<file path="src/include/mc_params.svh">
// ==============================
// Widths and depths of the matrix engine
// Included by the packages and by any module that sizes a vector
// ==============================
`ifndef MC_PARAMS_SVH
`define MC_PARAMS_SVH

// Element width, values fold modulo 2^31-1
`define MC_DATA_W 31
// Store address and depth, up to 16x16 elements
`define MC_ADDR_W 8
`define MC_DEPTH 256
// Element counter must reach 256
`define MC_CNT_W 9
// Side length must reach 16
`define MC_SIDE_W 5

`endif

</file>
<file path="src/mc_mem_pkg.sv">
// ==============================
// Data, address and count types for the matrix stores
// ==============================
`include "mc_params.svh"

package mc_mem_pkg;

	// One matrix element
	typedef logic [`MC_DATA_W-1:0] mc_elem_t;
	// Row-major word address
	typedef logic [`MC_ADDR_W-1:0] mc_addr_t;
	// Element count, 0 to 256
	typedef logic [`MC_CNT_W-1:0]  mc_cnt_t;
	// Side length N
	typedef logic [`MC_SIDE_W-1:0] mc_side_t;

endpackage

</file>
<file path="src/mc_out_stage.sv">
// ==============================
// Output sequencer
// Burst mode reads C in row-major order, else one zero pulse
// ==============================
`timescale 1ns/1ps
`include "mc_params.svh"

module mc_out_stage (
	input  logic                 clk,
	input  logic                 rst_n,
	input  logic                 out_start_i,
	input  logic                 out_burst_i,
	input  mc_mem_pkg::mc_side_t side_i,
	input  mc_mem_pkg::mc_elem_t c_rdata_i,
	output mc_mem_pkg::mc_addr_t c_raddr_o,
	output logic                 out_valid_o,
	output mc_mem_pkg::mc_elem_t out_data_o,
	output logic                 out_done_o
);
	import mc_mem_pkg::*;

	mc_cnt_t side_ext;
	mc_cnt_t elem_last;
	mc_cnt_t rd_cnt_q;
	// Reads still being issued
	logic    busy_q;
	// Read issued last cycle, and whether it was the final one
	logic    rd_valid_q;
	logic    rd_last_q;
	logic    single;

	assign side_ext  = {{(`MC_CNT_W-`MC_SIDE_W){1'b0}}, side_i};
	assign elem_last = side_ext * side_ext - 1'b1;
	assign single    = out_start_i && !out_burst_i;

	// Read address walk
	always_ff @(posedge clk or negedge rst_n) begin
		if (!rst_n) begin
			busy_q     <= 1'b0;
			rd_cnt_q   <= '0;
			rd_valid_q <= 1'b0;
			rd_last_q  <= 1'b0;
		end else begin
			rd_valid_q <= busy_q;
			rd_last_q  <= busy_q && (rd_cnt_q == elem_last);
			if (out_start_i && out_burst_i) begin
				busy_q   <= 1'b1;
				rd_cnt_q <= '0;
			end else if (busy_q) begin
				if (rd_cnt_q == elem_last) begin
					busy_q <= 1'b0;
				end else begin
					rd_cnt_q <= rd_cnt_q + 1'b1;
				end
			end
		end
	end

	// Output register, done rides with the last valid
	always_ff @(posedge clk or negedge rst_n) begin
		if (!rst_n) begin
			out_valid_o <= 1'b0;
			out_data_o  <= '0;
			out_done_o  <= 1'b0;
		end else begin
			out_valid_o <= rd_valid_q || single;
			out_data_o  <= rd_valid_q ? c_rdata_i : '0;
			out_done_o  <= (rd_valid_q && rd_last_q) || single;
		end
	end

	assign c_raddr_o = rd_cnt_q[`MC_ADDR_W-1:0];

endmodule

</file>
<file path="config.mk">
export PLATFORM = sky130hd
export DESIGN_NAME = mc_out_stage
export DESIGN_NICKNAME = d
export VERILOG_FILES = /design/src/mc_mem_pkg.sv /design/src/mc_out_stage.sv
export VERILOG_INCLUDE_DIRS = /design/src /design/src/include
export SDC_FILE = /design/constraint.sdc
export NUM_CORES = 1
export LEC_CHECK = 0
export ABC_AREA = 0
export BUFFER_PORTS_ARGS = -buffer_cell sky130_fd_sc_hd__buf_4
export CAP_MARGIN = 20
export CORE_AREA = 2 2 72 74
export CTS_CLUSTER_SIZE = 30
export DETAILED_ROUTE_END_ITERATION = 16
export DIE_AREA = 0 0 74 76
export PLACE_DENSITY = 0.81
export SLEW_MARGIN = 40
export SYNTH_ARGS = -nofsm -noshare
export SYNTH_HDL_FRONTEND = slang
export SYNTH_SLANG_ARGS = --single-unit
export TNS_END_PERCENT = 1
</file>
<file path="constraint.sdc">
create_clock -name clk -period 3.45 [get_ports clk]
set_input_delay 0.5175 -clock clk [delete_from_list [all_inputs] [get_ports clk]]
set_output_delay 0.5175 -clock clk [all_outputs]
set_load 0.02 [all_outputs]
</file>
==> results.cfg <==
[floorplanning]
floorplan.initialDensity = 0.472
fp-row-count = 26
die_x_um = 74
coreArea_um2 = 4910
die_h_um = 76
io_pins = 81
dieArea_um2 = 5620

[routing]
wl_um = 4700
drc_errors = 0
via_per_inst = 4.78
first_pass_iters = 4
vias = 1806
drt_iter0_drc = 73
final_antenna_net_count = 0
post_drt_wl_per_cell_um = 12.4

[sta]
final_max_slew_viol_count = 0
slew-limit-headroom = 0.534
period_needed_ns = 3.44
setup_viol = 0
clock_skew_ns = 0.00403
setup_tns_ns = 0
fin_ws_ns = 0.0143
timing.fmax_ghz = 0.291
tightestPinTransition_ns = 0.700
rsz0062_at_grt = true
hold_viol = 0
fin_crit_sh = 0.996

[final_layout]
post-route-util = 0.647
diodes = 0
final.fill_count = 400
final_nets = 366
area_growth_pct = 37.2
drive_above_1_share = 0.380

[global_routing]
grt_pass1_wl_um = 7780
grt_pass1_vias = 1758
grt_antenna_before_repair = 0
grt.overflow.total = 0
grt_start_max_net_pins = 46
track_usage = 0.176

[synth]
synthArstFlopShare = 1.00
yosys_most_used_dff = dfrtp_1
synth_cell_types = 35
syn_nets = 281
yosysTopAreaCell = dfrtp_1
synth.cell_area_um2 = 2320
yosysSeqAreaShare = 0.486
yosysWarnings = 0
synthTopCellsByCount = 45 x dfrtp_1, 35 x and2_1, 16 x inv_1
yosys_register_bits = 45
avgSynthCellArea_um2 = 10.3
synth_area_leaders = dfrtp_1 49%, and2_1 9.4%, ha_1 7.0%, fa_1 3.5%, xnor2_1 2.6%
synth.most_common_cell = dfrtp_1
synth-edff-count = 0
synth_top_cell_area_share = 0.486
synth_cells = 224

[pwr]
p_seq_frac = 0.436
switchingPower_w = 0.000491
combPwrFrac = 0.369
total_power_w = 0.00148
worst_ir_drop_vdd_v = 0.000190
pwr-share-clk = 0.194
internal_power_w = 0.000991
p_per_area_nw_per_um2 = 466
p_sw_frac = 0.331
p_leak_nw = 1.56

[setup_path]
crit_start = side_i[4]
critPathArrivalTime_ns = 3.66
rr_worst_depth = 7
critPathLaunchType = input pin
r2r_start = rd_cnt_q[8]
path_max_fanout = 18
end_kind = register
worst-endpoint-required_ns = 3.67
r2r_slack_ns = 1.29
crit_type = input pin to register

[clock_tree]
clock-root-buffer = clkbuf_8
clock-sinks = 45
clkSlewWorstSetupHoldPaths_ns = 0.07
hold_buffers = 0
cts_htree_levels = 2
cts_buffers = 5
clk_latency_ns = 0.29
clock_tree.buffer_depth = 2
tritoncts = done

[outcome]
outcome = complete, no violations

[place]
port_buffers = 80
dp_slack_ns = -0.378
hpwl_um = 3670
gp_congestion = 0.772

[run]
max-cap-violations = 0

[min_path]
min_path_type = input pin to asynchronous set/reset pin
-- repair_timing --
| action | 4_1_cts | 5_1_grt |
|---|---|---|
| endpoints found under the hold margin | 0 | 0 |
| setup buffers | 0 | 0 |
| pin swaps | 2 | 3 |
| setup endpoints to repair | 1 | 9 |
| resized for setup | 5 | 6 |
-- kinds of logic (layout without fill, tap and decap cells) --
family,after synthesis,count (layout),share of synthesized area
DFF,45,45,0.486
xor gates and xnor gates,13,13,0.0551
buffers and inverters,31,115,0.0637
muxes,2,2,0.00864
adders and majority gates,17,17,0.105
and+or+nand+nor,84,84,0.203
AOI/OAI and AO/OA,30,30,0.0756
other,2,2,0.00324
-- state kept, by name, indices dropped and copies added, names as in the netlist --
name	cells
out_done_o	1
out_valid_o	1
rd_valid_q	1
rd_cnt_q	9
rd_last_q	1
busy_q	1
out_data_o	31
-- stage by stage --
stage          std cells  cell area, um2  hold WS, ns
2_1_floorplan        224            2380        0.222
3_3_place_gp         372            3080        0.436
3_5_place_dp         372            3080        0.439
4_1_cts              378            3170        0.224
5_1_grt              378            3180        0.256
6_report             378            3180        0.210
-- cells in the final DEF (no fill, tap or decap), types with 2 or more instances in the layout --
cell type  netlist  routed
and2_1          35      35
fa_1             4       4
nand2_1         14      12
o31ai_1          2       2
clkbuf_8         0       5
inv_2            0       3
ha_1            13      11
nor2_2           0       2
or3_1            8       8
xor2_1           5       4
o21ai_0         11       8
ha_4             0       2
conb_1           2       2
xnor2_1          7       7
nor2_1           7       4
mux2i_1          2       2
o21ai_1          0       3
nand3_1          7       7
a21oi_2          0       2
nand4_1          3       3
buf_4            8      92
nand2b_1         4       4
a21oi_1         11       9
dfrtp_1         45      45
inv_1           16      13
-- final timing paths --
check / endpoint
max in group asynchronous: out_data_o[2]
worst min-delay path: out_data_o[12]
worst max-delay path: rd_cnt_q[5]
worst max register to register: rd_cnt_q[5]
min in group clk: out_data_o[22]
worst min register to register: out_done_o
-- critical path, cell delays in order --
cell,delay (ns)
buf_4,0.12
nand2_4,0.08
inv_2,0.04
fa_1,0.55
a21oi_2,0.07
fa_1,0.51
inv_2,0.04
ha_4,0.23
nor2_4,0.11
a211oi_1,0.05
or3_1,0.38
o211ai_2,0.10
o21ai_4,0.08
buf_12,0.15
or4_4,0.51
a21oi_2,0.13
-- metal layers --
metal  vias to the layer above  part of all wire  track usage
li1                        888                 -            -
met2                        62              0.51        0.307
met4                         0             0.016       0.0655
met5                         -                 0            0
met3                         7             0.060       0.0251
met1                       849              0.41        0.214
-- power groups by stage --
stage | logic (W) | clock network [W] | registers [W]
after global routing | 0.000603 | 0.000316 | 0.000658
after global placement | 0.000529 | 0 | 0.000655
final | 0.000548 | 0.000288 | 0.000647
after detailed placement | 0.000546 | 0 | 0.000658
after CTS | 0.000550 | 0.000298 | 0.000647
after floorplan | 0.000331 | 0 | 0.000682
-- final cells by class --
class / count / area [um2] / share of cell area
sequential: 45 / 1130 / 0.354
multi-input combinational: 148 / 1120 / 0.353
timing repair buffer: 93 / 711 / 0.224
tap: 70 / 87.6 / 0.0275
clock buffer: 5 / 68.8 / 0.0216
inverter: 16 / 60.1 / 0.0189
clock inverter: 1 / 5.00 / 0.00157
(Power assumes the default switching activity.)
