[src/include/mc_params.svh]
// ==============================
// Widths and depths of the matrix engine
// Included by the packages and by any module that sizes a vector
// ==============================
`ifndef MC_PARAMS_SVH
`define MC_PARAMS_SVH

// Element width, values fold modulo 2^31-1
`define MC_DATA_W 31
// Store address and depth, up to 16x16 elements
`define MC_ADDR_W 8
`define MC_DEPTH 256
// Element counter must reach 256
`define MC_CNT_W 9
// Side length must reach 16
`define MC_SIDE_W 5

`endif

[src/mc_mem_pkg.sv]
// ==============================
// Data, address and count types for the matrix stores
// ==============================
`include "mc_params.svh"

package mc_mem_pkg;

	// One matrix element
	typedef logic [`MC_DATA_W-1:0] mc_elem_t;
	// Row-major word address
	typedef logic [`MC_ADDR_W-1:0] mc_addr_t;
	// Element count, 0 to 256
	typedef logic [`MC_CNT_W-1:0]  mc_cnt_t;
	// Side length N
	typedef logic [`MC_SIDE_W-1:0] mc_side_t;

endpackage

[src/mc_mod_adder.sv]
// ==============================
// Adder folding modulo 2^31-1
// Hold fold_en_i high until settled_o, then read sum_o
// ==============================
`timescale 1ns/1ps
`include "mc_params.svh"

module mc_mod_adder (
	input  logic                 clk,
	input  logic                 rst_n,
	input  logic                 fold_en_i,
	input  mc_mem_pkg::mc_elem_t a_i,
	input  mc_mem_pkg::mc_elem_t b_i,
	output mc_mem_pkg::mc_elem_t sum_o,
	output logic                 settled_o
);
	// Fold register, top bit is the carry
	logic [`MC_DATA_W:0] acc_q;
	// Enable seen last cycle
	logic                first_q;
	logic                settled_q;

	// Control state
	always_ff @(posedge clk or negedge rst_n) begin
		if (!rst_n) begin
			first_q   <= 1'b0;
			settled_q <= 1'b0;
		end else begin
			first_q   <= fold_en_i;
			// Carry gone, value is final
			settled_q <= fold_en_i && first_q && !acc_q[`MC_DATA_W];
		end
	end

	// First cycle takes the exact sum
	// later cycles add the carry back into the low bits
	always_ff @(posedge clk) begin
		if (fold_en_i) begin
			if (!first_q) begin
				acc_q <= {1'b0, a_i} + {1'b0, b_i};
			end else begin
				acc_q <= {1'b0, acc_q[`MC_DATA_W-1:0]}
					+ {{`MC_DATA_W{1'b0}}, acc_q[`MC_DATA_W]};
			end
		end
	end

	assign sum_o     = acc_q[`MC_DATA_W-1:0];
	assign settled_o = settled_q;

endmodule

[config.mk]
export PLATFORM = sky130hd
export DESIGN_NAME = mc_mod_adder
export DESIGN_NICKNAME = d
export VERILOG_FILES = /design/src/mc_mem_pkg.sv /design/src/mc_mod_adder.sv
export VERILOG_INCLUDE_DIRS = /design/src /design/src/include
export SDC_FILE = /design/constraint.sdc
export NUM_CORES = 1
export LEC_CHECK = 0
export BUFFER_PORTS_ARGS = -buffer_cell sky130_fd_sc_hd__buf_4
export CORE_MARGIN = 1.5
export CORE_UTILIZATION = 55
export DETAILED_ROUTE_END_ITERATION = 16
export PLACE_DENSITY = 0.93
export SLEW_MARGIN = 20
export SYNTH_ARGS = -nofsm -noshare
export SYNTH_HDL_FRONTEND = slang
export SYNTH_SLANG_ARGS = --single-unit
[constraint.sdc]
create_clock -name clk -period 3.1 [get_ports clk]
set_clock_uncertainty 0.15 [all_clocks]
set_input_delay 0.465 -clock clk [delete_from_list [all_inputs] [get_ports clk]]
set_output_delay 0.465 -clock clk [all_outputs]
set_load 0.005 [all_outputs]
==> results_dict.tcl, run 1 <==
set metrics [dict create \
    cts.clk_slew.worst_paths_ns 0.06 \
    setup_viol 0 \
    cts_tree "done" \
    period_share 0.955 \
    start_util 0.575 \
    reg2reg_from "acc_q[3]" \
    place.port_buffers 96 \
    synth_seq_cells 34 \
    vdd.ir_drop.worst_uv 152 \
    avgSynthCellArea_sq_um 8.26 \
    yosysTopAreaCell "edfxtp_1" \
    cts_setup_buffers 0 \
    slew_violations 0 \
    final_area_sq_um 4590 \
    dr_total_vias 3749 \
    grt_pass1_vias 3405 \
    grt_start_max_net_pins 49 \
    holdWs_ns 0.307 \
    io_pins 97 \
    critical_path.cell_chain "buf_4 -> ha_1 -> fa_1 -> a21oi_1 -> o211ai_1 -> a311oi_1 -> or3_1 -> nand2_1 -> a2111oi_0 -> a221oi_1" \
    ys_seq_area_frac 0.258 \
    crit_required_ns 2.95 \
    critPathLaunch "a_i[0]" \
    coreArea_sq_um 6830 \
    viasPerCell 5.89 \
    ys_async_sr_fraction 0.0588 \
    antenna_found_initial 1 \
    cp_top_family "compound AO/OA/AOI/OAI gates" \
    synthTopCellsByArea "edfxtp_1 24%, ha_1 11%, xnor2_1 6.9%" \
    dp_cells 629 \
    dr.pass1.iters 5 \
    routed_wl_microns 9460 \
    pre_cts_ws_ns -0.0509 \
    synthToLayoutAreaGrowth_pct 17.0 \
    numCtsBuffers 5 \
    grt_use_total 0.252 \
    status "finished, final reports clean" \
    synth-edff-count 32 \
    syn_nets 574 \
    clockBufferDepth 2 \
    drt-initial-drc-count 267 \
    rsz0062_at_grt "false" \
    cp.buffers_inverters 1 \
    crit_arrival_ns 2.81 \
    p_leak_nw 1.96 \
    grt_pass1_wl_microns 15400 \
    path_max_fanout 3 \
    ys.warnings.count 0 \
    synthDistinctLibCells 59 \
    finalNonFillerCells 637 \
    die_w_microns 87.5 \
    place.gp.congestion 0.928 \
    r2r_setup_slack_ns 0.39 \
    timing.fmax_ghz 0.338 \
    placed_area_sq_um 4510 \
    htreeDepth 2 \
    cp_num_cells 10 \
    fp.dieH_microns 87.5 \
    routedWlPerCell_microns 14.8 \
    syn-cell-area_sq_um 3930 \
    drc_errors 0 \
    hold_path_class "register to register" \
    hold_violations 0 \
    rr_endpoint "acc_q[30]" \
    insertion_delay_ns 0.28 \
    grt_overflow_total 0 \
    cp-start-kind "input port" \
    cts_root_buf "clkbuf_8" \
    p_total_mw 1.61 \
    crit_slowest_cell "a2111oi_0" \
    num_rows 30 \
    drive_gt1_frac 0.235 \
    max_stage_delay_ns 0.46 \
    die-area_sq_um 7650 \
    cp-end-kind "register" \
    syn_inst 475 \
    powerDensity_nw_per_um2 351 \
    cts.sinks 34 \
    fin_ws_ns 0.138 \
    antenna_cells 0 \
    ys.flop_type "edfxtp_1" \
    worstMarginPinSlew_ns 0.594 \
    maxCapViolCount 0 \
    dp_hpwl_microns 7590 \
    final_nets 640 \
    min_period_ns 2.96 \
    reg2regPathDepth 6 \
    crit_type "input port to register" \
    crit_path_end "acc_q[30]" \
    synth.top_cell.area_share 0.245 \
    relSlewSlack 0.601 \
    ant_nets 0 \
]
state kept, by name (all words and copies together), names as in the netlist:
signal and cells:
settled_o 1, acc_q 32, first_q 1
power breakdown:
part / switching (mW) / internal, mW
sequential: 0.0649 / 0.577
combinational: 0.342 / 0.328
clock: 0.145 / 0.154
total: 0.553 / 1.06
what timing repair did:
item / CTS / global route
resized for setup: 0 / 0
hold endpoints to repair: 2 / 0
hold buffers: 1 / 0
endpoints found under the setup margin: 0 / 0
routing by layer:
layer,up-vias,wire length [microns],track usage
li1,1835,-,-
met3,22,840,0.0455
met5,-,0,0
met4,0,218,0.0866
met1,1669,4040,0.339
met2,223,4360,0.407
cells in the final DEF, fill, tap and decap left out, drive strengths merged, types with 19 or more instances in the layout:
cell    Yosys  routed
xor2       19      19
xnor2      31      31
a21oi      38      38
o21ai      29      29
edfxtp     32      32
nor2       33      33
nand2      49      49
ha         33      33
buf        36     104
nand3      29      29
through the flow:
stage,TNS (ns),util
global route,0,0.672
finish,0,0.672
detailed placement,-0.0509,0.660
global placement,0,0.660
floorplan,0,-
CTS,0,0.672
cell usage after synthesis, drive strengths merged, types with 3 or more instances:
cell type / instances
inv: 16
nand2: 49
nor3: 13
edfxtp: 32
xnor2: 31
a21o: 12
nor2: 33
a21oi: 38
and2: 3
nand3: 29
a211oi: 4
o21ai: 29
xor2: 19
o211ai: 3
and4: 3
and3: 8
clkbuf: 9
o31ai: 5
nor4: 3
nand4: 9
or2: 4
or3: 3
o21a: 3
nor3b: 3
ha: 33
a31oi: 7
o21bai: 5
a2111oi: 3
nand2b: 3
buf: 36
worst reg2reg max path, cell delays in order (launching register included):
cell and delay, ns:
edfxtp_1 0.43, and4_1 0.40, nand4_1 0.25, nor3_1 0.57
nand3_1 0.18, xor2_1 0.19, a221oi_1 0.35
how the worst min path moves through the flow:
| stage | endpoint | cells after the start | startpoint | slack, ns |
|---|---|---|---|---|
| after detailed placement | settled_o | 1 | rst_n | 0.1 |
| after CTS | settled_o | 1 | acc_q[31] | 0.32 |
| after global routing | settled_o | 1 | acc_q[31] | 0.33 |
| final | settled_o | 1 | acc_q[31] | 0.31 |
| after global placement | settled_o | 1 | rst_n | 0.1 |
| after floorplan | first_q | 0 | rst_n | 0.02 |
kinds of logic after synthesis:
family                     after synthesis  share of synthesized area
AOI/OAI and AO/OA                      122                      0.195
xor gates and xnor gates                50                      0.112
buffers and inverters                   62                     0.0969
adders and majority gates               34                      0.110
and+or+nand+nor                        169                      0.218
DFF                                     34                      0.258
muxes                                    4                     0.0108
layout make-up:
cell class / count / area, sq um
Inverter: 16 / 60.1
Fill cell: 569 / 2240
Clock buffer: 7 / 76.3
Tap cell: 96 / 120
Sequential cell: 34 / 1010
Timing Repair Buffer: 105 / 791
Multi-Input combinational cell: 379 / 2530
Power figures use the tool's default switching activity.
==> run 2, diff against run 1 <==
Settings changed: ABC_CLOCK_PERIOD_IN_PS from default to 3800, CORE_UTILIZATION 55 to 59, PLACE_DENSITY 0.93 to 0.95.
Clock period 3.1 ns to 3.8 ns, I/O delays scaled along.
==> results_dict.tcl, run 2 (synthesis gave the netlist of run 1 again) <==
set metrics [dict create \
    fin_ws_ns 0.604 \
    timing.fmax_ghz 0.313 \
    powerDensity_nw_per_um2 293 \
    viasPerCell 6.27 \
    cts_root_buf "clkbuf_8" \
    dp_cells 603 \
    grt_overflow_total 0 \
    cp-end-kind "register" \
    final_common_cell "buf_4" \
    rsz0062_at_grt "false" \
    crit_slowest_cell "a2111oi_0" \
    finalNonFillerCells 611 \
    final_nets 633 \
    routed_wl_microns 9860 \
    fin_setup_tns_ns 0 \
    drive_gt1_frac 0.225 \
    holdWs_ns 0.325 \
    period_share 0.841 \
    antenna_cells 0 \
    final_cell_mix "97 x buf_4, 49 x nand2_1, 38 x a21oi_1" \
    setup_viol 0 \
    cts_setup_buffers 0 \
    reg2regPathDepth 7 \
    io_pins 97 \
    grt_util_met2 0.467 \
    drc_errors 0 \
    slew_violations 0 \
    holdPathStages 1 \
    min_period_ns 3.20 \
    place.port_buffers 96 \
    crit_arrival_ns 3.05 \
    grt_start_max_net_pins 38 \
    fp.dieH_microns 84.6 \
    ctsResizeCount 0 \
    dr_total_vias 3833 \
    drt-initial-drc-count 342 \
    cp-start-kind "input port" \
    vdd.ir_drop.worst_uv 270 \
    num_rows 29 \
    cts.sinks 34 \
    use_met1 0.369 \
    die_w_microns 84.6 \
    busiest_layer "met2" \
    p_leak_nw 1.93 \
    crit_required_ns 3.65 \
    largest_register_ffs 32 \
    htreeDepth 2 \
    critical_path.cell_chain "buf_4 -> ha_1 -> fa_1 -> a21oi_1 -> o211ai_1 -> a311oi_1 -> or3_1 -> nand2_1 -> a2111oi_0 -> a221oi_1" \
    use_met3 0.0295 \
    relSlewSlack 0.456 \
    die-area_sq_um 7150 \
    hold_path_class "register to register" \
    cts_tree "done" \
    grt_pass1_vias 3498 \
    coreArea_sq_um 6390 \
    antenna_found_initial 0 \
    registers.top_by_ff_count "acc_q" \
    maxCapViolCount 0 \
    path_max_fanout 3 \
    place.gp.congestion 0.944 \
    dp_hpwl_microns 7760 \
    clockBufferDepth 2 \
    routedWlPerCell_microns 16.1 \
    grt_pass1_wl_microns 16200 \
    cts.clk_slew.worst_paths_ns 0.06 \
    status "finished, final reports clean" \
    grt_use_total 0.274 \
    pre_cts_ws_ns 0.410 \
    hold_violations 0 \
    crit_type "input port to register" \
    numCtsBuffers 5 \
    dr.pass1.iters 5 \
    worstMarginPinSlew_ns 0.796 \
    synthToLayoutAreaGrowth_pct 15.1 \
    insertion_delay_ns 0.29 \
    ant_nets 0 \
    start_util 0.615 \
    max_stage_delay_ns 0.52 \
]
[run 2: report_power, final]
part           leakage [nW]  internal, mW  switching (mW)
sequential            0.339         0.470          0.0559
combinational          1.55         0.260           0.282
clock                0.0383         0.126           0.127
total                  1.93         0.857           0.465
[run 2: path summary, 6_finish.rpt]
check	startpoint	slack, ns	end
min reg2reg	acc_q[31]	0.33	settled_o
min	acc_q[31]	0.33	settled_o
max reg2reg	acc_q[31]	1.17	acc_q[30]
max in group asynchronous	rst_n	2.95	first_q
min in group asynchronous	rst_n	0.46	first_q
max	a_i[0]	0.60	acc_q[30]
[run 2: timing repair]
action,CTS,global route
setup endpoints to repair,0,0
hold buffers,1,0
hold endpoints to repair,2,0
[run 2: worst max-delay path: cells and delay by family]
kind / cells / cell delay, ns
buffers and inverters: 1 / 0.11
AOI/OAI and AO/OA: 5 / 1.45
and+or+nand+nor: 2 / 0.30
adders and majority gates: 2 / 0.62
[run 2: layout make-up]
| type | count | area (sq um) |
|---|---|---|
| repair buffers | 98 | 738 |
| inverters | 16 | 60.1 |
| multi-input cells | 379 | 2530 |
| clock buffers | 7 | 76.3 |
| fillers | 488 | 1870 |
| flip-flops and latches | 34 | 1010 |
| well taps | 77 | 96.3 |
[run 2: through the flow]
step                      power [mW]  area (sq um)   util
final                           1.32          4520  0.707
after global routing            1.39          4520  0.707
after CTS                       1.31          4520  0.707
after detailed placement        1.06          4430  0.694
after global placement          1.03          4430  0.694
after floorplan                0.902          3930      -
[run 2: routing by layer]
metal	wire, microns	part of all wire	up-vias
met4	195	0.020	0
met1	4040	0.41	1755
met2	4790	0.49	216
met5	0	0	-
met3	838	0.085	28
li1	-	-	1834
==> run 3, diff against run 2 <==
Settings changed: ABC_AREA from default to 1, ABC_CLOCK_PERIOD_IN_PS 3800 to 2600, CORE_UTILIZATION 59 to 52, PLACE_DENSITY 0.95 to 0.9.
Clock period 3.8 ns to 2.6 ns, I/O delays scaled along.
==> results_dict.tcl, run 3 <==
set metrics [dict create \
    timing.fmax_ghz 0.437 \
    fin_setup_tns_ns 0 \
    drt-initial-drc-count 430 \
    setup_viol 0 \
    dp_cells 967 \
    status "finished, final reports clean" \
    hold_violations 0 \
    synthToLayoutAreaGrowth_pct 15.0 \
    routed_wl_microns 13000 \
    grt_start_max_net_pins 35 \
    min_period_ns 2.29 \
    cp-end-kind "register" \
    p_leak_nw 2.94 \
    registers.top_by_ff_count "acc_q" \
    dr.pass1.iters 5 \
    synthTopCellsByArea "nand2_1 24%, edfxtp_1 20%, inv_1 9.4%" \
    grt_pass1_wl_microns 22200 \
    hold_path_class "input port to asynchronous set/reset pin" \
    syn_nets 897 \
    routedWlPerCell_microns 13.3 \
    period_share 0.881 \
    grt_pass1_vias 4830 \
    synthTopCellsByCount "301 x nand2_1, 119 x inv_1, 82 x nor2_1" \
    htreeDepth 2 \
    pre_cts_ws_ns 0.152 \
    rsz0062_at_grt "false" \
    yosysTopAreaCell "nand2_1" \
    crit_type "register to register" \
    cp-start-kind "register" \
    insertion_delay_ns 0.29 \
    vdd.ir_drop.worst_uv 178 \
    cts_setup_buffers 0 \
    finalNonFillerCells 976 \
    cts.sinks 34 \
    syn-cell-area_sq_um 4740 \
    crit_required_ns 2.49 \
    drc_errors 0 \
    synth_seq_cells 34 \
    ant_nets 0 \
    worstMarginPinSlew_ns 0.443 \
    io_pins 97 \
    ys_async_sr_fraction 0.0588 \
    cts_root_buf "clkbuf_8" \
    fp.dieH_microns 98.5 \
    place.gp.congestion 0.943 \
    synthDistinctLibCells 35 \
    ys.warnings.count 0 \
    die-area_sq_um 9690 \
    final_util 0.622 \
    relSlewSlack 0.704 \
    ctsResizeCount 0 \
    grt_use_total 0.277 \
    dp_hpwl_microns 10900 \
    synth.most_common_cell "nand2_1" \
    coreArea_sq_um 8760 \
    ys_seq_area_frac 0.213 \
    num_rows 34 \
    dr_total_vias 5109 \
    powerDensity_nw_per_um2 366 \
    final_nets 966 \
    syn_inst 798 \
    slew_violations 0 \
    antenna_found_initial 0 \
    p_total_mw 1.99 \
    numCtsBuffers 5 \
    holdWs_ns 0.273 \
    antenna_cells 0 \
    grt_overflow_total 0 \
    clockBufferDepth 2 \
    avgSynthCellArea_sq_um 5.94 \
    path_max_fanout 4 \
    placed_area_sq_um 5360 \
    cts_tree "done" \
    crit_arrival_ns 2.18 \
    cts.clk_slew.worst_paths_ns 0.07 \
    place.port_buffers 96 \
    drive_gt1_frac 0.154 \
    largest_register_ffs 32 \
    synth-edff-count 32 \
    maxCapViolCount 0 \
    final_area_sq_um 5450 \
    final_cell_mix "301 x nand2_1, 119 x inv_1, 99 x buf_4" \
    viasPerCell 5.23 \
    start_util 0.541 \
    ys.flop_type "edfxtp_1" \
    ctsHoldBuffers 1 \
    fin_ws_ns 0.310 \
    die_w_microns 98.5 \
    synth.top_cell.area_share 0.238 \
    final_common_cell "nand2_1" \
]
run 3: changes by cell type after synthesis, sizes merged, moves of 11 or more:
cell   change
xnor2     -22
nand3     +33
nand2    +256
a21oi     -12
inv      +105
a21o      -11
nor2      +57
run 3: cell families after synthesis:
logic type | share of synthesized area
simple gates | 0.438
flops | 0.213
xor+xnor | 0.0425
fa+ha+maj | 0.0914
buf+inv | 0.151
compound gates | 0.0642
run 3: path summary, 6_finish.rpt:
path,from,end,slack (ns),cells past startpoint
worst max-delay path,acc_q[0],acc_q[18],0.31,11
worst min-delay path,rst_n,first_q,0.27,2
worst max register to register,acc_q[0],acc_q[18],0.31,11
worst min register to register,acc_q[31],settled_o,0.31,1
max in group asynchronous,rst_n,settled_o,1.94,2
min in group clk,fold_en_i,first_q,0.30,1
run 3: report_power, final:
part | internal [mW] | leakage [nW] | switching, mW
clock network | 0.183 | 0.0416 | 0.197
registers | 0.676 | 0.342 | 0.0714
logic | 0.359 | 2.56 | 0.506
total | 1.22 | 2.94 | 0.774
run 3: metal layers:
metal / GRT usage / part of all wire / up-vias
li1: - / - / 2623
met1: 0.386 / 0.45 / 2248
met2: 0.465 / 0.46 / 214
met3: 0.0234 / 0.071 / 24
met4: 0.0715 / 0.019 / 0
met5: 0 / 0 / -
run 3: worst max-delay path, stage by stage (launching register included):
cell and delay (ns):
edfxtp_1 0.40, ha_1 0.27, ha_1 0.24, nand3_1 0.17
inv_1 0.09, nand2_2 0.11, inv_2 0.06, nand4_2 0.08
nor2_2 0.06, or2_2 0.27, nand3_1 0.08, nand2_1 0.05
run 3: cell type report:
type | count | area (sq um)
Timing Repair Buffer | 100 | 753
Sequential cell | 34 | 1010
Fill cell | 858 | 3310
Tap cell | 108 | 135
Clock inverter | 3 | 16.3
Inverter | 121 | 454
Multi-Input combinational cell | 605 | 3010
Clock buffer | 5 | 68.8
