<file path="config.mk">
export PLATFORM = sky130hd
export DESIGN_NAME = mc_ctrl
export DESIGN_NICKNAME = d
export VERILOG_FILES = /design/src/mc_cmd_pkg.sv /design/src/mc_mem_pkg.sv /design/src/mc_ctrl.sv
export VERILOG_INCLUDE_DIRS = /design/src /design/src/include
export SDC_FILE = /design/constraint.sdc
export NUM_CORES = 1
export LEC_CHECK = 0
export ABC_AREA = 1
export CORE_AREA = 2 2 98 100
export DETAILED_ROUTE_END_ITERATION = 12
export DIE_AREA = 0 0 100 102
export DONT_BUFFER_PORTS = 1
export PLACE_DENSITY = 0.45
export SYNTH_ARGS = -nofsm -noshare
export SYNTH_HDL_FRONTEND = slang
export SYNTH_SLANG_ARGS = --single-unit
</file>
<file path="constraint.sdc">
create_clock -name clk -period 5.4 [get_ports clk]
set_clock_uncertainty 0.2 [all_clocks]
set_input_delay 1.08 -clock clk [delete_from_list [all_inputs] [get_ports clk]]
set_output_delay 1.08 -clock clk [all_outputs]
set_load 0.02 [all_outputs]
</file>
<file path="src/include/mc_params.svh">
// ==============================
// Widths and depths of the matrix engine
// Included by the packages and by any module that sizes a vector
// ==============================
`ifndef MC_PARAMS_SVH
`define MC_PARAMS_SVH

// Element width, values fold modulo 2^31-1
`define MC_DATA_W 31
// Store address and depth, up to 16x16 elements
`define MC_ADDR_W 8
`define MC_DEPTH 256
// Element counter must reach 256
`define MC_CNT_W 9
// Side length must reach 16
`define MC_SIDE_W 5

`endif

</file>
<file path="src/mc_cmd_pkg.sv">
// ==============================
// Command and controller phase encodings
// Imported by the controller, index generator and top level
// ==============================
package mc_cmd_pkg;

	// Command codes as seen on action_i
	// Codes 2, 6 and 7 are not accepted
	typedef enum logic [2:0] {
		OP_LOAD   = 3'd0,
		OP_ADD    = 3'd1,
		OP_TRANS  = 3'd3,
		OP_MIRROR = 3'd4,
		OP_ROTATE = 3'd5
	} mc_op_e;

	// Controller phases
	typedef enum logic [2:0] {
		PH_IDLE, PH_FILL, PH_FOLD, PH_STORE,
		PH_TO_T, PH_SETTLE, PH_TO_C, PH_OUT
	} mc_phase_e;

endpackage

</file>
<file path="src/mc_mem_pkg.sv">
// ==============================
// Data, address and count types for the matrix stores
// ==============================
`include "mc_params.svh"

package mc_mem_pkg;

	// One matrix element
	typedef logic [`MC_DATA_W-1:0] mc_elem_t;
	// Row-major word address
	typedef logic [`MC_ADDR_W-1:0] mc_addr_t;
	// Element count, 0 to 256
	typedef logic [`MC_CNT_W-1:0]  mc_cnt_t;
	// Side length N
	typedef logic [`MC_SIDE_W-1:0] mc_side_t;

endpackage

</file>
<file path="src/mc_ctrl.sv">
// ==============================
// Command FSM of the matrix engine
// Drives the C, M and T stores, the adder and the output handover
// ==============================
`timescale 1ns/1ps
`include "mc_params.svh"

module mc_ctrl (
	input  logic                 clk,
	input  logic                 rst_n,
	input  logic                 in_valid_i,
	input  mc_mem_pkg::mc_elem_t in_data_i,
	input  logic [2:0]           action_i,
	input  logic [1:0]           size_code_i,
	input  mc_mem_pkg::mc_elem_t c_rdata_i,
	input  mc_mem_pkg::mc_elem_t t_rdata_i,
	input  mc_mem_pkg::mc_elem_t sum_i,
	input  logic                 settled_i,
	input  mc_mem_pkg::mc_addr_t t_addr_i,
	input  logic                 out_done_i,
	output logic                 c_we_o,
	output logic                 m_we_o,
	output logic                 t_we_o,
	output mc_mem_pkg::mc_addr_t c_addr_o,
	output mc_mem_pkg::mc_addr_t m_addr_o,
	output mc_mem_pkg::mc_addr_t t_addr_o,
	output mc_mem_pkg::mc_elem_t c_wdata_o,
	output mc_mem_pkg::mc_elem_t t_wdata_o,
	output logic                 fold_en_o,
	output mc_mem_pkg::mc_cnt_t  cnt_o,
	output mc_mem_pkg::mc_side_t side_o,
	output mc_cmd_pkg::mc_op_e   op_o,
	output logic                 out_start_o,
	output logic                 out_burst_o
);
	import mc_cmd_pkg::*;
	import mc_mem_pkg::*;

	mc_phase_e phase_q;
	mc_op_e    op_q;
	mc_op_e    act_op;
	mc_cnt_t   cnt_q;
	mc_side_t  side_q;
	mc_side_t  side_dec;
	mc_cnt_t   side_ext;
	mc_cnt_t   elem_cnt;
	mc_cnt_t   elem_last;
	logic      cmd_ok;
	logic      out_start_q;

	// Decode of the incoming command
	assign act_op = mc_op_e'(action_i);
	assign cmd_ok = in_valid_i
		&& (act_op inside {OP_LOAD, OP_ADD, OP_TRANS, OP_MIRROR, OP_ROTATE});

	always_comb begin
		case (size_code_i)
			2'd0:    side_dec = 5'd2;
			2'd1:    side_dec = 5'd4;
			2'd2:    side_dec = 5'd8;
			default: side_dec = 5'd16;
		endcase
	end

	// N*N and its last index
	assign side_ext  = {{(`MC_CNT_W-`MC_SIDE_W){1'b0}}, side_q};
	assign elem_cnt  = side_ext * side_ext;
	assign elem_last = elem_cnt - 1'b1;

	// ==============================
	// Phase, counter and latches
	// ==============================
	always_ff @(posedge clk or negedge rst_n) begin
		if (!rst_n) begin
			phase_q     <= PH_IDLE;
			op_q        <= OP_LOAD;
			cnt_q       <= '0;
			side_q      <= '0;
			out_start_q <= 1'b0;
		end else begin
			out_start_q <= 1'b0;
			case (phase_q)
				PH_IDLE: begin
					cnt_q <= '0;
					if (cmd_ok) begin
						op_q <= act_op;
						// Size only taken with a load
						if (act_op == OP_LOAD) begin
							side_q <= side_dec;
						end
						// First element written this cycle
						if (act_op == OP_LOAD || act_op == OP_ADD) begin
							cnt_q   <= 9'd1;
							phase_q <= PH_FILL;
						end else begin
							phase_q <= PH_TO_T;
						end
					end
				end
				PH_FILL: begin
					// Stream in, wrap to 0 for the add walk
					if (in_valid_i) begin
						cnt_q <= (cnt_q == elem_last) ? '0 : cnt_q + 1'b1;
					end else if (op_q == OP_ADD) begin
						phase_q <= PH_FOLD;
					end else begin
						phase_q     <= PH_OUT;
						out_start_q <= 1'b1;
					end
				end
				PH_FOLD: begin
					if (settled_i) begin
						phase_q <= PH_STORE;
					end
				end
				PH_STORE: begin
					if (cnt_q == elem_last) begin
						cnt_q       <= '0;
						phase_q     <= PH_OUT;
						out_start_q <= 1'b1;
					end else begin
						cnt_q   <= cnt_q + 1'b1;
						phase_q <= PH_FILL;
					end
				end
				PH_TO_T: begin
					if (cnt_q == elem_last) begin
						cnt_q   <= '0;
						phase_q <= PH_SETTLE;
					end else begin
						cnt_q <= cnt_q + 1'b1;
					end
				end
				// Last T write lands here
				PH_SETTLE: phase_q <= PH_TO_C;
				PH_TO_C: begin
					// One extra count for the read latency
					if (cnt_q == elem_cnt) begin
						cnt_q       <= '0;
						phase_q     <= PH_OUT;
						out_start_q <= 1'b1;
					end else begin
						cnt_q <= cnt_q + 1'b1;
					end
				end
				PH_OUT: begin
					if (out_done_i) begin
						phase_q <= PH_IDLE;
					end
				end
				default: phase_q <= PH_IDLE;
			endcase
		end
	end

	// ==============================
	// Store controls
	// ==============================
	always_comb begin
		c_we_o    = 1'b0;
		m_we_o    = 1'b0;
		t_we_o    = 1'b0;
		fold_en_o = 1'b0;
		c_addr_o  = cnt_q[`MC_ADDR_W-1:0];
		t_addr_o  = t_addr_i;
		c_wdata_o = in_data_i;
		case (phase_q)
			PH_IDLE: begin
				c_we_o = in_valid_i && (act_op == OP_LOAD);
				m_we_o = in_valid_i && (act_op == OP_ADD);
			end
			PH_FILL: begin
				c_we_o = in_valid_i && (op_q == OP_LOAD);
				m_we_o = in_valid_i && (op_q == OP_ADD);
			end
			PH_FOLD:  fold_en_o = 1'b1;
			PH_STORE: begin
				c_we_o    = 1'b1;
				c_wdata_o = sum_i;
			end
			// C data and permuted index trail the counter by one
			PH_TO_T:   t_we_o = (cnt_q != '0);
			PH_SETTLE: t_we_o = 1'b1;
			PH_TO_C: begin
				c_we_o    = (cnt_q != '0);
				c_addr_o  = cnt_q[`MC_ADDR_W-1:0] - 1'b1;
				c_wdata_o = t_rdata_i;
				t_addr_o  = cnt_q[`MC_ADDR_W-1:0];
			end
			default: ;
		endcase
	end

	assign m_addr_o    = cnt_q[`MC_ADDR_W-1:0];
	assign t_wdata_o   = c_rdata_i;
	assign cnt_o       = cnt_q;
	assign side_o      = side_q;
	assign op_o        = op_q;
	assign out_start_o = out_start_q;
	// Load and add echo the whole matrix
	assign out_burst_o = (op_q == OP_LOAD) || (op_q == OP_ADD);

endmodule

</file>
==> implementation parameters, run 1 <==
Parameter                              Value

Run status
  Status    finished, final reports clean

Timing
  RSZ-0062 raised after global routing    no
  Final number of max-transition violations    0
  Final critical delay including setup and external delays    approximately 3700 ps
  Slew at the pin closest to its max-slew limit    1100 ps
  Final setup violation count    0
  Fmax    0.268 GHz
  Final worst-path setup slack    1660 ps
  Final Hold Vio Count    0
  Max-Slew Margin vs Limit    0.265
  Setup TNS    0 ps
  Final period util    0.692

Critical path
  Crit Path Category    register to output pin
  Kind of end point of the critical path    output pin
  WP buf/inv    0
  Critical path launch point type    register
  CP cell instances    nand2_4, nor2_8, nand4_1, nor3_1, nand3_1, xor2_1
  Largest stage delay on the critical path    between 500 and 600 ps
  Delay-heaviest family, CP    simple AND/OR/NAND/NOR gates
  Crit-path max FO    37
  WP depth    6
  Worst EP required    4120 ps
  Worst Path Arrival    2460 ps
  Depth of the most critical reg-to-reg path    18
  Max stage delay cell, worst path    sky130_fd_sc_hd__dfrtp_1

Detailed routing
  Number of remaining DRC errors    0
  Average routed wire per standard cell    16.7 µm
  DR top layer    met4
  Initial DRT Pass Iterations    5
  Iter 0 DRT Violations    153
  Number of vias in the routed layout    2,852
  Met1 wire length    3810 µm
  Antenna violation net count after detailed routing    0
  Met2 Wirelength    4410 µm
  Routed wl met3    ~690 µm
  Average vias per placed instance    5.18
  Total Routed Length    roughly 9200 µm

Final layout
  Syn-to-layout area delta    -5.44%
  Share of layout cells above drive strength 1    0.0729
  Leading cell type in the layout, fill and taps excluded    sky130_fd_sc_hd__nand2_1
  Net count, final    between 500 and 600
  Top library cells by usage in the layout, fill and taps aside    sky130_fd_sc_hd__nand2_1, sky130_fd_sc_hd__nand3_1, sky130_fd_sc_hd__inv_1

Die
  Starting Density    0.308
  CORE AREA    9110 µm²
  Overall die height    102 µm
  Cell row count    35
  Num ports    approximately 250
  Die area    10,200 µm²
  Die span in x    100 µm

Synth
  Count of state elements after synthesis    20
  Part of the Yosys area used for sequential elements    0.178
  Yosys warns    0
  Cell area after synthesis    2810 µm²
  Number of distinct standard cells referenced by the synthesized netlist    35
  Net count after synthesis    640
  Syn_area_per_cell    around 5.7 µm²
  Post-Syn Instances    489

Clocking
  Post-CTS resize count    0
  Register clock-pin slew on the reported worst setup and hold paths    90 ps
  CTS tree    done
  Post-CTS Hold Buffers    0
  H-tree levels    1
  Cell chosen for the clock root    sky130_fd_sc_hd__clkbuf_8
  TritonCTS sink count    20
  Post-CTS Setup Inserts    0
  Skew-Pair Late Insertion Delay    approximately 270 ps
  CTS Buf Count    3
  Maximum root-to-sink buffer count    2

Hold path
  Hold WC Path Type    input pin to asynchronous set/reset pin

Power
  Net switching component of the power    0.00120 W
  Internal portion of total power    0.000620 W
  Share of total power consumed by net switching    0.659
  Part of the total power dissipated in sequential elements    0.176
  Comb power frac    0.758
  Power per Cell Area    about 690 nW/µm²
  Peak ir drop on the vdd network    ~210 µV
  Part of the power in the clock network    0.066
  Overall power    0.00182 W
  Leak pwr    1.42 nW

Place
  GP Congestion    0.863
  Dpl hpwl    7610 µm
  Number of buffers inserted by port buffering    0
  Worst-case setup slack after placement    1930 ps

Global route
  Number of global-route vias before repair    2,599
  First-pass GRT wire length    between 10,000 and 15,000 µm
  Pin count of the biggest net entering global routing    38
  Aggregate global routing overflow    0
  Tot GR Track Use    0.170
  Initial antenna violation count    1

Job
  MaxCap Viol Count    0
[routing by layer]
layer | track usage | up-vias
li1 | - | 1401
met1 | 0.211 | 1281
met2 | 0.278 | 154
met3 | 0.0445 | 16
met4 | 0.0769 | 0
met5 | 0 | -
[path summary, 6_finish.rpt]
kind,start,to,slack (ps)
worst max-delay path,phase_q[2]$_DFFE_PN0P_,c_addr_o[7],1660
worst min-delay path,rst_n,op_o[0]$_DFFE_PN0P_,300
worst max register to register,side_o[1]$_DFFE_PN0P_,cnt_o[6]$_DFFE_PN0P_,2010
worst min register to register,phase_q[0]$_DFFE_PN0P_,phase_q[0]$_DFFE_PN0P_,390
max in group asynchronous,rst_n,cnt_o[5]$_DFFE_PN0P_,4620
min in group clk,phase_q[0]$_DFFE_PN0P_,phase_q[0]$_DFFE_PN0P_,390
[Yosys cell counts (all sizes together)]
cell type	number	share of area
a211oi	1	0.0027
a21oi	4	0.0085
a32oi	1	0.0031
buf	45	0.12
clkbuf	11	0.015
conb	1	0.0013
dfrtp	20	0.18
fa	1	0.0071
ha	8	0.036
inv	58	0.079
nand2	187	0.26
nand3	61	0.11
nand3b	2	0.0054
nand4	7	0.018
nor2	38	0.061
nor3	6	0.015
nor4	1	0.0022
o211ai	1	0.0027
o21ai	26	0.046
o221ai	1	0.0031
or2	1	0.0022
xor2	8	0.025
[layout make-up]
cell class | count | area (µm²)
clock buffer | 4 | 55.1
antenna | 1 | 2.50
timing repair buffer | 2 | 15.0
inverter | 58 | 223
tap | 111 | 139
sequential | 20 | 500
fill | 1016 | 6460
multi-input combinational | 355 | 1720
[power by group through the flow]
| stage | clock network (W) | logic, W | registers, W |
|---|---|---|---|
| after detailed placement | 0 | 0.00138 | 0.000324 |
| after global placement | 0 | 0.00137 | 0.000323 |
| after CTS | 0.000124 | 0.00139 | 0.000320 |
| after floorplan | 0 | 0.00121 | 0.000285 |
| final | 0.000120 | 0.00138 | 0.000319 |
| after global routing | 0.000133 | 0.00156 | 0.000329 |
[through the flow]
stage,utilization,cell area [µm²],instances,hold slack [ps]
after floorplan,-,2810,489,337
after global placement,0.285,2590,546,374
after detailed placement,0.285,2590,546,373
after CTS,0.291,2650,550,291
after global routing,0.291,2650,551,275
final,0.291,2650,551,296
[kinds of logic after synthesis]
family	synth area share
adder cells (fa/ha/maj)	0.0428
XOR/XNOR	0.0250
AND/OR/NAND/NOR	0.475
other	0.00134
buffers and inverters	0.211
AO/OA/AOI/OAI	0.0665
flip-flops	0.178
[registers in the layout, indices dropped and copies added (netlist names)]
| signal | flops |
|---|---|
| cnt_o | 9 |
| op_o | 3 |
| out_start_o | 1 |
| phase_q | 3 |
| side_o | 4 |
[worst reg2reg max path: stages, from the launching register on]
cell,delay [ps]
sky130_fd_sc_hd__dfrtp_1,640
sky130_fd_sc_hd__inv_2,140
sky130_fd_sc_hd__nor3_1,190
sky130_fd_sc_hd__ha_1,250
sky130_fd_sc_hd__ha_1,200
sky130_fd_sc_hd__inv_1,90
sky130_fd_sc_hd__fa_1,470
sky130_fd_sc_hd__inv_1,100
sky130_fd_sc_hd__nand2_1,50
sky130_fd_sc_hd__nand2_1,90
sky130_fd_sc_hd__nor2_1,50
sky130_fd_sc_hd__nor2_1,80
sky130_fd_sc_hd__nand3_1,90
sky130_fd_sc_hd__nor2_2,140
sky130_fd_sc_hd__nand3_2,100
sky130_fd_sc_hd__nand2_2,80
sky130_fd_sc_hd__nand3_2,150
sky130_fd_sc_hd__nand3_1,130
sky130_fd_sc_hd__inv_1,40
(Power assumes the default switching activity.)
==> inputs of run 2 (changes only) <==
- clock period: 5.4 -> 3.77 ns (I/O delays scaled with it)
==> run 2 against run 1 <==
  * First-iteration DRC count is the same
  * Via count increased by 1.2%
  * Non-clock buffer count is 14 higher
  * Clock power up 49%
  * Flip-flop and latch count is the same
  * Register-to-register slack got worse by 1600 ps
  * Combinational power increased by 50%
  * Sequential power is 33% higher
  * Critical path type is now register to register
  * Worst setup slack worse by 1200 ps
  * Highest routed layer unchanged
  * Die area did not move
  * Wire length grew 4.0%
==> implementation parameters, run 2 (synthesis gave the netlist of run 1 again) <==
Parameter                              Value

Clocking
  CTS tree    done
  Register clock-pin slew on the reported worst setup and hold paths    90 ps (about the same)
  Post-CTS Hold Buffers    1 (+1)
  CTS Buf Count    3 (unchanged)
  Post-CTS Setup Inserts    0 (unchanged)
  Cell chosen for the clock root    sky130_fd_sc_hd__clkbuf_8
  Skew-Pair Late Insertion Delay    270 ps (about the same)
  H-tree levels    1 (unchanged)
  Maximum root-to-sink buffer count    2 (unchanged)
  TritonCTS sink count    20 (unchanged)
  Post-CTS resize count    0 (unchanged)

Detailed routing
  Met2 Wirelength    4680 µm (+6.2%)
  Number of remaining DRC errors    0 (unchanged)
  Average routed wire per standard cell    16.9 µm (+1.6%)
  Antenna violation net count after detailed routing    0 (unchanged)
  Initial DRT Pass Iterations    4 (-1)
  Total Routed Length    9560 µm (+4.0%)
  Iter 0 DRT Violations    153 (unchanged)
  Routed wl met3    842 µm (+22%)
  Met1 wire length    3810 µm (+0.13%)
  Average vias per placed instance    5.12 (-1.1%)
  Number of vias in the routed layout    2,887 (+1.2%)
  DR top layer    met4

Final layout
  Fill cell total of the finished layout    1,068 (+5.1%)
  Share of layout cells above drive strength 1    0.0993 (+0.0264)
  Number of flip-flops in the largest register    9 (unchanged)
  Net count, final    605 (+2.4%)
  Number of diodes added for antenna fixing    0 (-1)
  Top library cells by usage in the layout, fill and taps aside    sky130_fd_sc_hd__nand2_1, sky130_fd_sc_hd__nand3_1, sky130_fd_sc_hd__inv_1
  Leading cell type in the layout, fill and taps excluded    sky130_fd_sc_hd__nand2_1
  Syn-to-layout area delta    -1.70%
  Post-Layout Inst Area    2760 µm² (+4.0%)

Critical path
  Delay-heaviest family, CP    simple AND/OR/NAND/NOR gates
  Crit-path max FO    7 (-81%)
  Crit Path Category    register to register
  Largest stage delay on the critical path    590 ps (+60 ps)
  CP cell instances    inv_2, nor3_1, ha_1, ha_1, inv_1, fa_1, inv_1, nand2_1, nand2_1, nor2_1, nor2_1, nand3_1, nor2_2, nand3_2, nand2_2, nand3_2, nand3_1, inv_1
  Max stage delay cell, worst path    sky130_fd_sc_hd__dfrtp_1
  Worst EP required    3740 ps (-380 ps)
  Crit-path most repeated cell    sky130_fd_sc_hd__inv_1
  Critical path launch point type    register
  Worst Path Arrival    3290 ps (+830 ps)
  Kind of end point of the critical path    register
  WP buf/inv    4 (+4)

Die
  Num ports    251 (unchanged)
  Cell row count    35 (unchanged)
  CORE AREA    9110 µm² (unchanged)
  Die area    10,200 µm² (unchanged)
  Overall die height    102 µm (unchanged)
  Die span in x    100 µm (unchanged)
  Starting Density    0.308 (unchanged)

Power
  Power per Cell Area    969 nW/µm² (+41%)
  Peak ir drop on the vdd network    235 µV (+9.4%)
  Leak pwr    1.49 nW (+5.1%)
  Overall power    0.00267 W (+47%)

Global route
  Number of global-route vias before repair    2,575 (-0.92%)
  Tot GR Track Use    0.179 (+0.00906)
  Initial antenna violation count    0 (-1)
  First-pass GRT wire length    14,000 µm (+3.9%)
  Pin count of the biggest net entering global routing    32 (-16%)
  Aggregate global routing overflow    0 (unchanged)

Place
  Worst-case setup slack after placement    519 ps (-1410 ps)
  Dpl hpwl    7880 µm (+3.6%)
  GP Congestion    0.885 (+2.5%)
  Instance area after placement    2690 µm² (+3.8%)
  Number of buffers inserted by port buffering    0 (unchanged)

Timing
  Final worst-path setup slack    449 ps (-1210 ps)
  Hold Slack    394 ps (+98.1 ps)
  Final number of max-transition violations    0 (unchanged)
  Max-Slew Margin vs Limit    0.306 (+0.0416)
  Final Hold Vio Count    0 (unchanged)
  RSZ-0062 raised after global routing    no
  Slew at the pin closest to its max-slew limit    1040 ps (-64.6 ps)
  Final period util    0.881
  Final critical delay including setup and external delays    3320 ps
  Fmax    0.301 GHz
  Setup TNS    0 ps (unchanged)
  Final setup violation count    0 (unchanged)

Hold path
  Hold WC Path Type    input pin to register

Run status
  Status    finished, final reports clean

Job
  MaxCap Viol Count    0 (unchanged)
-- run 2: cell types whose count changed in the layout (fill, tap and decap cells not counted) --
cell                            change
sky130_fd_sc_hd__buf_4             +13
sky130_fd_sc_hd__diode_2            -1
sky130_fd_sc_hd__dlygate4sd3_1      +1
-- run 2: layout make-up --
class,count,area [µm²],area share
multi-input cells,355,1720,0.623
flip-flops and latches,20,500,0.181
inverters,58,223,0.0808
well taps,111,139,0.0504
repair buffers,16,123,0.0445
clock buffers,4,55.1,0.0200
-- run 2: worst paths after layout --
path | from | slack, ps | to | cells past startpoint
setup / recovery | side_o[1]$_DFFE_PN0P_ | 450 | cnt_o[2]$_DFFE_PN0P_ | 18
hold / removal | action_i[2] | 390 | op_o[2]$_DFFE_PN0P_ | 2
setup reg to reg | side_o[1]$_DFFE_PN0P_ | 450 | cnt_o[2]$_DFFE_PN0P_ | 18
hold reg to reg | phase_q[0]$_DFFE_PN0P_ | 420 | phase_q[0]$_DFFE_PN0P_ | 2
max in group asynchronous | rst_n | 1830 | cnt_o[6]$_DFFE_PN0P_ | 1
min in group asynchronous | rst_n | 910 | op_o[0]$_DFFE_PN0P_ | 1
-- run 2: per-stage QoR --
| step | utilization | std cells |
|---|---|---|
| floorplan | - | 489 |
| global placement | 0.296 | 559 |
| detailed placement | 0.296 | 559 |
| CTS | 0.303 | 564 |
| global route | 0.303 | 564 |
| finish | 0.303 | 564 |
-- run 2: metal layers --
metal,track usage,vias to the layer above
li1,-,1423
met1,0.224,1278
met2,0.300,170
met3,0.0438,16
met4,0.0653,0
met5,0,-
-- run 2: report_power, final --
group	switching [W]	internal, W
clock network	0.0000854	0.0000934
registers	0.000142	0.000282
logic	0.00152	0.000553
